**src/sep_pkg.sv**
```systemverilog
// tone separator shared definitions
// frame geometry, data widths and controller states
package sep_pkg;

    localparam int frame_len = 1024;
    localparam int half_len  = frame_len / 2;      // peak search stops here
    localparam int adc_w     = 8;
    localparam int bin_w     = 24;
    localparam int idx_w     = $clog2(frame_len);
    localparam int harm_w    = idx_w + 3;          // room for 7 x bin index

    typedef logic [idx_w-1:0] bin_idx_t;
    typedef logic [adc_w-1:0] adc_raw_t;           // offset binary from the ADC
    typedef logic signed [adc_w-1:0] sample_t;     // two's complement to the FFT
    typedef logic signed [bin_w-1:0] bin_t;
    typedef logic [2*bin_w:0] mag_t;               // re^2 + im^2, one spare bit

    typedef enum logic [2:0] {
        st_capture,
        st_feed_fft,
        st_collect,
        st_mask,
        st_feed_ifft,
        st_idle
    } ctrl_state_e;

endpackage

```
**src/separator_ctrl.sv**
```systemverilog
// frame sequencer
// capture, FFT feed, bin intake, mask sweep and IFFT feed, then one idle cycle
`timescale 1ns/1ps

module separator_ctrl (
    input  logic              AD0_CLK,
    input  logic              rst,
    input  logic              feed_done,
    input  logic              bin_last,
    input  logic              ifft_ready,
    output logic              capture_start,
    output logic              feed_start,
    output logic              mask_en,
    output sep_pkg::bin_idx_t mask_addr,
    output logic              rd_en,
    output sep_pkg::bin_idx_t rd_addr,
    output logic              ifft_valid,
    output logic              ifft_last
);

    sep_pkg::ctrl_state_e state;
    sep_pkg::bin_idx_t    cnt;          // capture count, then mask address
    logic                 cnt_last;
    logic                 rd_last;
    logic                 rd_done;      // all addresses read out
    logic                 advance;

    assign cnt_last      = cnt == sep_pkg::bin_idx_t'(sep_pkg::frame_len - 1);
    assign rd_last       = rd_addr == sep_pkg::bin_idx_t'(sep_pkg::frame_len - 1);
    assign capture_start = state == sep_pkg::st_idle;
    assign feed_start    = (state == sep_pkg::st_capture) && cnt_last;
    assign mask_en       = state == sep_pkg::st_mask;
    assign mask_addr     = cnt;
    // buffer output register is free or being taken
    assign advance       = !ifft_valid || ifft_ready;
    assign rd_en         = (state == sep_pkg::st_feed_ifft) && advance && !rd_done;

    always_ff @(posedge AD0_CLK) begin
        if (rst) begin
            state      <= sep_pkg::st_idle;
            cnt        <= '0;
            rd_addr    <= '0;
            rd_done    <= 1'b0;
            ifft_valid <= 1'b0;
            ifft_last  <= 1'b0;
        end else begin
            case (state)
                sep_pkg::st_idle: begin
                    cnt   <= '0;
                    state <= sep_pkg::st_capture;
                end
                sep_pkg::st_capture: begin
                    cnt <= cnt + 1'b1;          // wraps back to 0 for the sweep
                    if (cnt_last)
                        state <= sep_pkg::st_feed_fft;
                end
                sep_pkg::st_feed_fft: begin
                    if (feed_done)
                        state <= sep_pkg::st_collect;
                end
                sep_pkg::st_collect: begin
                    if (bin_last)
                        state <= sep_pkg::st_mask;
                end
                sep_pkg::st_mask: begin
                    cnt <= cnt + 1'b1;
                    if (cnt_last) begin
                        state   <= sep_pkg::st_feed_ifft;
                        rd_addr <= '0;
                        rd_done <= 1'b0;
                    end
                end
                sep_pkg::st_feed_ifft: begin
                    if (rd_en) begin
                        rd_addr    <= rd_addr + 1'b1;
                        ifft_valid <= 1'b1;     // data shows up with the read
                        ifft_last  <= rd_last;
                        rd_done    <= rd_last;
                    end else if (advance) begin
                        ifft_valid <= 1'b0;
                        ifft_last  <= 1'b0;
                    end
                    if (ifft_valid && ifft_ready && ifft_last)
                        state <= sep_pkg::st_idle;
                end
                default: state <= sep_pkg::st_idle;
            endcase
        end
    end

    ast_ifft_window: assert property (@(posedge AD0_CLK) disable iff (rst)
        ifft_valid |-> state == sep_pkg::st_feed_ifft);

endmodule

```
**config.mk**
```make
export PLATFORM = sky130hd
export DESIGN_NAME = separator_ctrl
export DESIGN_NICKNAME = d
export VERILOG_FILES = /design/src/sep_pkg.sv /design/src/separator_ctrl.sv
export SDC_FILE = /design/constraint.sdc
export NUM_CORES = 1
export LEC_CHECK = 0
export BUFFER_PORTS_ARGS = -buffer_cell sky130_fd_sc_hd__buf_2
export CORE_MARGIN = 5
export CORE_UTILIZATION = 41
export CTS_CLUSTER_SIZE = 30
export DETAILED_ROUTE_END_ITERATION = 16
export SYNTH_ARGS = -nofsm -noshare
export SYNTH_HDL_FRONTEND = slang
export SYNTH_SLANG_ARGS = --single-unit
```
**constraint.sdc**
```tcl
create_clock -name AD0_CLK -period 2 [get_ports AD0_CLK]
set_clock_uncertainty 0.15 [all_clocks]
set_input_delay 0.1 -clock AD0_CLK [delete_from_list [all_inputs] [get_ports AD0_CLK]]
set_output_delay 0.1 -clock AD0_CLK [all_outputs]
set_load 0.02 [all_outputs]
```
==> run_summary.xml, run 1 <==
<?xml version="1.0" encoding="UTF-8"?>
<metrics>
  <group name="cts">
    <metric name="cts.root.buffer_cell" unit="">sky130_fd_sc_hd__clkbuf_4</metric>
    <metric name="cts_tree" unit="">done</metric>
    <metric name="clk-insertion-delay-late" unit="ns">0.32</metric>
    <metric name="clockBufferDepth" unit="">2</metric>
    <metric name="cts_setup_buffers" unit="">0</metric>
    <metric name="clock_tree.htree_level_count" unit="">1</metric>
    <metric name="worst_setup_hold_path_clk_slew" unit="ns">0.13</metric>
    <metric name="tritoncts_num_sinks" unit="">26</metric>
    <metric name="clock_buffers_created_by_tritoncts" unit="">3</metric>
  </group>
  <group name="synthesis">
    <metric name="postSynth.asyncResetShare" unit="%">0</metric>
    <metric name="largest_area_contributor_in_the_synthesized_netlist" unit="">sky130_fd_sc_hd__dfxtp_1</metric>
    <metric name="synthesis.area" unit="sq mm">0.001428</metric>
    <metric name="netlist_top_cells_area" unit="">sky130_fd_sc_hd__dfxtp_1 36%, sky130_fd_sc_hd__mux2i_1 6.3%, sky130_fd_sc_hd__a21oi_1 6.0%</metric>
    <metric name="synth_edf_count" unit="">0</metric>
    <metric name="syn_inst" unit="">180</metric>
    <metric name="yosys_warnings" unit="">0</metric>
    <metric name="ys_ff_latch" unit="">26</metric>
    <metric name="ys_seq_area_share" unit="%">36.46</metric>
    <metric name="synth.net_count" unit="">187</metric>
    <metric name="yosysUniqueCellTypes" unit="">43</metric>
    <metric name="synthDominantCellAreaShare" unit="%">36.46</metric>
    <metric name="ys_dominant_reg_cell" unit="">sky130_fd_sc_hd__dfxtp_1</metric>
    <metric name="syn_area_per_cell" unit="sq um">7.931</metric>
  </group>
  <group name="worst_setup_path">
    <metric name="timing.critical_path.required" unit="ns">1.75</metric>
    <metric name="setup.worst_path.class" unit="">flop to primary output</metric>
    <metric name="critical_path.startpoint_type" unit="">flop</metric>
    <metric name="worstReg2RegStart" unit="">mask_addr[0]$_SDFFE_PP0P_</metric>
    <metric name="path_max_fanout" unit="">6</metric>
    <metric name="arrival" unit="ns">1.64</metric>
    <metric name="critPathLaunch" unit="">mask_addr[0]$_SDFFE_PP0P_</metric>
    <metric name="worst-r2r-cell-count" unit="">5</metric>
    <metric name="endpoint_kind" unit="">primary output</metric>
  </group>
  <group name="status">
    <metric name="status" unit="">finished, final reports clean</metric>
  </group>
  <group name="power_and_ir_drop">
    <metric name="switching_share" unit="%">38.46</metric>
    <metric name="pwr-share-seq" unit="%">47.3</metric>
    <metric name="logic_gate_share_of_total_power" unit="%">36.1</metric>
    <metric name="power.leakage" unit="nW">0.7180</metric>
    <metric name="vdd_drop_max" unit="V">0.0004488</metric>
    <metric name="internal_power" unit="uW">803.4</metric>
    <metric name="switchingPower" unit="uW">502.1</metric>
    <metric name="power.total" unit="mW">1.306</metric>
    <metric name="powerDensity" unit="mW/mm^2">766.6</metric>
    <metric name="power.share.clock" unit="%">16.6</metric>
  </group>
  <group name="grt">
    <metric name="grt_usage" unit="%">14.34</metric>
    <metric name="grt_remaining_overflow" unit="">0</metric>
    <metric name="grt_max_degree" unit="">18</metric>
    <metric name="number_of_global_route_vias_before_repair" unit="">1297</metric>
    <metric name="wire_length_of_the_first_global_routing_pass" unit="mm">5.844</metric>
    <metric name="antenna_found_initial" unit="">0</metric>
  </group>
  <group name="final_layout">
    <metric name="fillerInstances" unit="">361</metric>
    <metric name="final_cells" unit="">260</metric>
    <metric name="post_route_cells_drive_above_1_share" unit="%">23.83</metric>
    <metric name="finish.instance_area" unit="sq mm">0.001703</metric>
    <metric name="flow.area_growth_from_synthesis" unit="%">19.28</metric>
    <metric name="most-common-layout-cells" unit="">30 x sky130_fd_sc_hd__buf_2, 23 x sky130_fd_sc_hd__dfxtp_1, 20 x sky130_fd_sc_hd__nand2_1</metric>
    <metric name="layout_commonest_cell" unit="">sky130_fd_sc_hd__buf_2</metric>
    <metric name="nets" unit="">223</metric>
    <metric name="antennaDiodeCount" unit="">0</metric>
  </group>
  <group name="placement">
    <metric name="dpl.hpwl" unit="mm">2.584</metric>
    <metric name="placed_standard_cell_area" unit="sq mm">0.001648</metric>
    <metric name="finalWeightedCongestion" unit="">0.8951</metric>
    <metric name="io_buffers" unit="">30</metric>
    <metric name="placed_cells" unit="">255</metric>
  </group>
  <group name="sta">
    <metric name="report.final.setup_viol" unit="">0</metric>
    <metric name="setup_total_negative_slack" unit="ns">0</metric>
    <metric name="timing.slew.headroom" unit="%">70.35</metric>
    <metric name="final_period_minus_worst_setup_slack" unit="ns">1.894</metric>
    <metric name="worst-slew-pin-transition" unit="ns">0.4407</metric>
    <metric name="period_share" unit="%">94.71</metric>
    <metric name="fmax" unit="MHz">527.9</metric>
    <metric name="finalMaxSlewViolations" unit="">0</metric>
    <metric name="final-hold-violation-count" unit="">0</metric>
    <metric name="hold_ws" unit="ns">0.01584</metric>
    <metric name="grt_setup_unrepaired" unit="">false</metric>
  </group>
  <group name="hold_path">
    <metric name="hold_path.class" unit="">input port to flop</metric>
    <metric name="startpoint_of_the_most_critical_hold_path" unit="">bin_last</metric>
    <metric name="holdPathStages" unit="">4</metric>
  </group>
  <group name="floorplan">
    <metric name="placement_rows" unit="">21</metric>
    <metric name="boundary_pin_count" unit="">31</metric>
    <metric name="core_area" unit="sq mm">0.003363</metric>
    <metric name="initial_utilization" unit="%">42.45</metric>
    <metric name="die_area" unit="sq mm">0.004762</metric>
    <metric name="die_h" unit="microns">69.01</metric>
    <metric name="dieWidth" unit="microns">69.01</metric>
  </group>
  <group name="run">
    <metric name="timing.max_cap.violations" unit="">0</metric>
  </group>
  <group name="routing">
    <metric name="route.antenna.remaining_nets" unit="">0</metric>
    <metric name="detailedRoute.firstIterationViolations" unit="">100</metric>
    <metric name="vias" unit="">1408</metric>
    <metric name="drt-pass1-iter-count" unit="">4</metric>
    <metric name="routed_via_density" unit="">5.415</metric>
    <metric name="routed_wire_per_std_cell" unit="microns">13.18</metric>
    <metric name="drc" unit="">0</metric>
    <metric name="routed_wire_length" unit="mm">3.427</metric>
  </group>
</metrics>
[power by group through the flow]
stage	combinational, mW	sequential [mW]	clock, mW
final	0.471	0.617	0.217
after global routing	0.522	0.627	0.246
after CTS	0.470	0.612	0.233
after detailed placement	0.464	0.623	0
after global placement	0.459	0.621	0
after floorplan	0.356	0.613	0
[cell type report]
cell class	count	area (sq um)	area share (%)
Clock buffer	3	22.52	1.323
Sequential cell	26	526.8	30.93
Multi-Input combinational cell	137	832.0	48.86
Tap cell	46	57.56	3.380
Inverter	7	26.28	1.543
Timing Repair Buffer	41	237.7	13.96
[routing by layer]
metal	up-vias	track usage (%)	part of all wire, %
li1	727	-	-
met1	646	18.33	49
met2	31	23.62	46
met3	4	2.616	4.0
met4	0	5.857	1.3
met5	-	0	0
[cell families (layout without fill, tap and decap cells)]
family | count (synthesis) | count (layout) | share of synthesized area (%)
and+or+nand+nor | 79 | 79 | 29.10
AOI/OAI and AO/OA | 45 | 45 | 19.46
adders and majority gates | 2 | 2 | 1.753
buffers and inverters | 17 | 51 | 5.697
xor gates and xnor gates | 2 | 2 | 1.227
DFF | 26 | 26 | 36.46
muxes | 9 | 9 | 6.311
[flip-flops by register name, indices dropped and copies added (netlist names), named ones only]
| signal | cells |
|---|---|
| rd_done | 1 |
| ifft_last | 1 |
| ifft_valid | 1 |
| state | 2 |
| mask_addr | 10 |
| rd_addr | 10 |
[worst paths after layout]
| path | endpoint | slack (ns) |
|---|---|---|
| max | feed_start | 0.11 |
| min reg2reg | rd_done$_SDFFE_PP0P_ | 0.32 |
| min | state[0]$_SDFFE_PP1P_ | 0.02 |
| max reg2reg | rd_addr[9]$_SDFFE_PP0P_ | 0.17 |
[Yosys cell counts, drive strengths merged (2+ instances only)]
master,n
a31oi,2
a41oi,2
ha,2
a21oi,17
clkbuf,2
dfxtp,26
a211oi,4
nand4b,2
nand3,13
inv,7
and4,3
buf,8
and3,2
or4,2
nand2b,8
nor3,6
o21ai,12
mux2i,9
or3,2
nand2,20
nand4,4
nor2,11
[critical path, stage by stage (launching register included)]
cell,delay (ns)
sky130_fd_sc_hd__dfxtp_4,0.40
sky130_fd_sc_hd__ha_1,0.17
sky130_fd_sc_hd__and4_2,0.30
sky130_fd_sc_hd__nand3_2,0.12
sky130_fd_sc_hd__nor3_1,0.15
sky130_fd_sc_hd__buf_2,0.19
[what timing repair did]
| item | 4_1_cts | 5_1_grt |
|---|---|---|
| cloned | 0 | 0 |
| hold endpoints to repair | 7 | 0 |
| endpoints found under the setup margin | 1 | 6 |
| pin swaps | 0 | 1 |
| gates resized for setup | 1 | 6 |
| hold buffers | 2 | 0 |
[stage by stage]
| step | setup WS [ns] | util [%] |
|---|---|---|
| 4_1_cts | 0.005836 | 50.30 |
| 3_3_place_gp | 0.2005 | 49.00 |
| 2_1_floorplan | 0.04074 | - |
| 6_report | 0.1059 | 50.63 |
| 3_5_place_dp | 0.1661 | 49.00 |
| 5_1_grt | 0.01207 | 50.63 |
No activity file was read; power rests on OpenSTA's default activity.
==> run 2, diff against run 1 <==
--- a/config.mk
+++ b/config.mk
@@ -10,6 +10,7 @@
 export CORE_UTILIZATION = 41
 export CTS_CLUSTER_SIZE = 30
 export DETAILED_ROUTE_END_ITERATION = 16
+export MAX_ROUTING_LAYER = met4
 export SYNTH_ARGS = -nofsm -noshare
 export SYNTH_HDL_FRONTEND = slang
 export SYNTH_SLANG_ARGS = --single-unit
==> run_summary.xml, run 2 (synthesized netlist as in run 1, its figures left out) <==
<?xml version="1.0" encoding="UTF-8"?>
<metrics>
  <group name="placement">
    <metric name="placed_cells" unit="">255</metric>
    <metric name="dpl.hpwl" unit="mm">2.584</metric>
    <metric name="placement.setup.worst_slack" unit="ns">0.1661</metric>
    <metric name="finalWeightedCongestion" unit="">0.9103</metric>
    <metric name="io_buffers" unit="">30</metric>
  </group>
  <group name="hold_path">
    <metric name="hold_path.class" unit="">input port to flop</metric>
    <metric name="startpoint_of_the_most_critical_hold_path" unit="">bin_last</metric>
    <metric name="min_to" unit="">state[0]$_SDFFE_PP1P_</metric>
    <metric name="holdPathStages" unit="">4</metric>
  </group>
  <group name="floorplan">
    <metric name="die_h" unit="microns">69.01</metric>
    <metric name="die_area" unit="sq mm">0.004762</metric>
    <metric name="dieWidth" unit="microns">69.01</metric>
    <metric name="boundary_pin_count" unit="">31</metric>
    <metric name="core_area" unit="sq mm">0.003363</metric>
    <metric name="placement_rows" unit="">21</metric>
    <metric name="initial_utilization" unit="%">42.45</metric>
  </group>
  <group name="routing">
    <metric name="drc" unit="">0</metric>
    <metric name="routed_wire_length" unit="mm">3.434</metric>
    <metric name="routed_via_density" unit="">5.415</metric>
    <metric name="detailedRoute.firstIterationViolations" unit="">102</metric>
    <metric name="route.antenna.remaining_nets" unit="">0</metric>
    <metric name="drt-pass1-iter-count" unit="">4</metric>
    <metric name="routed_wire_per_std_cell" unit="microns">13.21</metric>
    <metric name="vias" unit="">1408</metric>
  </group>
  <group name="sta">
    <metric name="timing.slew.headroom" unit="%">70.65</metric>
    <metric name="final_period_minus_worst_setup_slack" unit="ns">1.891</metric>
    <metric name="grt_setup_unrepaired" unit="">false</metric>
    <metric name="finalMaxSlewViolations" unit="">0</metric>
    <metric name="setup_total_negative_slack" unit="ns">0</metric>
    <metric name="period_share" unit="%">94.57</metric>
    <metric name="worst-slew-pin-transition" unit="ns">0.4362</metric>
    <metric name="final-hold-violation-count" unit="">0</metric>
    <metric name="fin_ws" unit="ns">0.1085</metric>
    <metric name="fmax" unit="MHz">528.7</metric>
    <metric name="report.final.setup_viol" unit="">0</metric>
  </group>
  <group name="final_layout">
    <metric name="antennaDiodeCount" unit="">0</metric>
    <metric name="nets" unit="">223</metric>
    <metric name="utilization" unit="%">50.63</metric>
    <metric name="flow.area_growth_from_synthesis" unit="%">19.28</metric>
    <metric name="most-common-layout-cells" unit="">30 x sky130_fd_sc_hd__buf_2, 23 x sky130_fd_sc_hd__dfxtp_1, 20 x sky130_fd_sc_hd__nand2_1</metric>
    <metric name="final_cells" unit="">260</metric>
    <metric name="post_route_cells_drive_above_1_share" unit="%">23.83</metric>
    <metric name="fillerInstances" unit="">361</metric>
    <metric name="layout_commonest_cell" unit="">sky130_fd_sc_hd__buf_2</metric>
  </group>
  <group name="worst_setup_path">
    <metric name="timing.critical_path.required" unit="ns">1.75</metric>
    <metric name="critical_path.startpoint_type" unit="">flop</metric>
    <metric name="critical_path.n_buffers_inverters" unit="">1</metric>
    <metric name="timing.critical_path.max_delay_family" unit="">simple AND/OR/NAND/NOR gates</metric>
    <metric name="worstReg2RegStart" unit="">mask_addr[0]$_SDFFE_PP0P_</metric>
    <metric name="path_max_fanout" unit="">6</metric>
    <metric name="critPathLaunch" unit="">mask_addr[0]$_SDFFE_PP0P_</metric>
    <metric name="r2r_path_end" unit="">rd_addr[9]$_SDFFE_PP0P_</metric>
    <metric name="endpoint_kind" unit="">primary output</metric>
    <metric name="critPathSlowestCell" unit="">sky130_fd_sc_hd__dfxtp_4</metric>
    <metric name="arrival" unit="ns">1.64</metric>
    <metric name="setup.worst_path.class" unit="">flop to primary output</metric>
    <metric name="worst-r2r-cell-count" unit="">5</metric>
    <metric name="r2r_setup_slack" unit="ns">0.17</metric>
    <metric name="worstPathCellList" unit="">ha_1 -&gt; and4_2 -&gt; nand3_2 -&gt; nor3_1 -&gt; buf_2</metric>
    <metric name="crit_path_max_incr_delay" unit="ns">0.40</metric>
  </group>
  <group name="grt">
    <metric name="grt_max_degree" unit="">18</metric>
    <metric name="antenna_found_initial" unit="">0</metric>
    <metric name="number_of_global_route_vias_before_repair" unit="">1297</metric>
    <metric name="grt_remaining_overflow" unit="">0</metric>
    <metric name="grt_usage" unit="%">14.74</metric>
    <metric name="wire_length_of_the_first_global_routing_pass" unit="mm">5.844</metric>
  </group>
  <group name="status">
    <metric name="status" unit="">finished, final reports clean</metric>
  </group>
  <group name="cts">
    <metric name="clockBufferDepth" unit="">2</metric>
    <metric name="clock_buffers_created_by_tritoncts" unit="">3</metric>
    <metric name="tritoncts_num_sinks" unit="">26</metric>
    <metric name="worst_setup_hold_path_clk_slew" unit="ns">0.14</metric>
    <metric name="cts.root.buffer_cell" unit="">sky130_fd_sc_hd__clkbuf_4</metric>
    <metric name="clk-insertion-delay-late" unit="ns">0.32</metric>
    <metric name="clock_tree.htree_level_count" unit="">1</metric>
    <metric name="cts_setup_buffers" unit="">0</metric>
    <metric name="cts_tree" unit="">done</metric>
  </group>
  <group name="power_and_ir_drop">
    <metric name="vdd_drop_max" unit="V">0.0004488</metric>
    <metric name="power.leakage" unit="nW">0.7180</metric>
    <metric name="powerDensity" unit="mW/mm^2">766.3</metric>
    <metric name="power.total" unit="mW">1.305</metric>
  </group>
  <group name="run">
    <metric name="timing.max_cap.violations" unit="">0</metric>
  </group>
</metrics>
==> run 2: cell counts in the layout (fill, tap and decap cells not counted) <==
No cell type changed its count.
==> run 2: how the worst max path moves through the flow <==
| stage | slack (ns) | end | depth (start not counted) |
|---|---|---|---|
| floorplan | 0.04 | rd_addr[6]$_SDFFE_PP0P_ | 5 |
| global placement | 0.20 | mask_addr[3]$_SDFFE_PP0P_ | 6 |
| detailed placement | 0.17 | rd_addr[6]$_SDFFE_PP0P_ | 5 |
| CTS | 0.006 | rd_en | 4 |
| global route | 0.01 | feed_start | 4 |
| finish | 0.11 | feed_start | 5 |
==> run 2: timing repair <==
item                                    in CTS  in global routing
endpoints found under the setup margin       1                  6
hold buffers                                 2                  0
gates resized for setup                      1                  6
endpoints found under the hold margin        7                  0
pin swaps                                    0                  1
==> run 2: worst register-to-register path: cells and delay by family, from the launching register on <==
| family | cells | cell delay, ns |
|---|---|---|
| AND/OR/NAND/NOR | 2 | 0.56 |
| flip-flops | 1 | 0.39 |
| AO/OA/AOI/OAI | 1 | 0.22 |
| multiplexers | 1 | 0.22 |
| adder cells (fa/ha/maj) | 1 | 0.21 |
==> run 2: power by group <==
| group | internal (mW) | switching [mW] |
|---|---|---|
| Sequential | 0.560 | 0.0567 |
| Clock | 0.0706 | 0.147 |
| Combinational | 0.173 | 0.298 |
| Total | 0.803 | 0.502 |
==> run 2: layout make-up <==
cell class / count / area [sq um] / area share [%]
Inverter: 7 / 26.28 / 1.543
Multi-Input combinational cell: 137 / 832.0 / 48.86
Clock buffer: 3 / 22.52 / 1.323
Timing Repair Buffer: 41 / 237.7 / 13.96
Sequential cell: 26 / 526.8 / 30.93
Tap cell: 46 / 57.56 / 3.380
==> run 2: layer usage <==
| metal | vias up | wire (microns) | global-route usage, % |
|---|---|---|---|
| met3 | 4 | 145 | 2.326 |
| met4 | 0 | 46 | 5.857 |
| met1 | 648 | 1679 | 18.51 |
| li1 | 726 | - | - |
| met2 | 30 | 1562 | 23.62 |
| met5 | - | 0 | - |
==> run 2: metrics by stage <==
stage	hold WS, ns	area [sq um]
finish	0.01604	1703
global route	0.02967	1703
CTS	0.007472	1692
detailed placement	0.2166	1648
global placement	0.2122	1648
floorplan	0.09867	1428
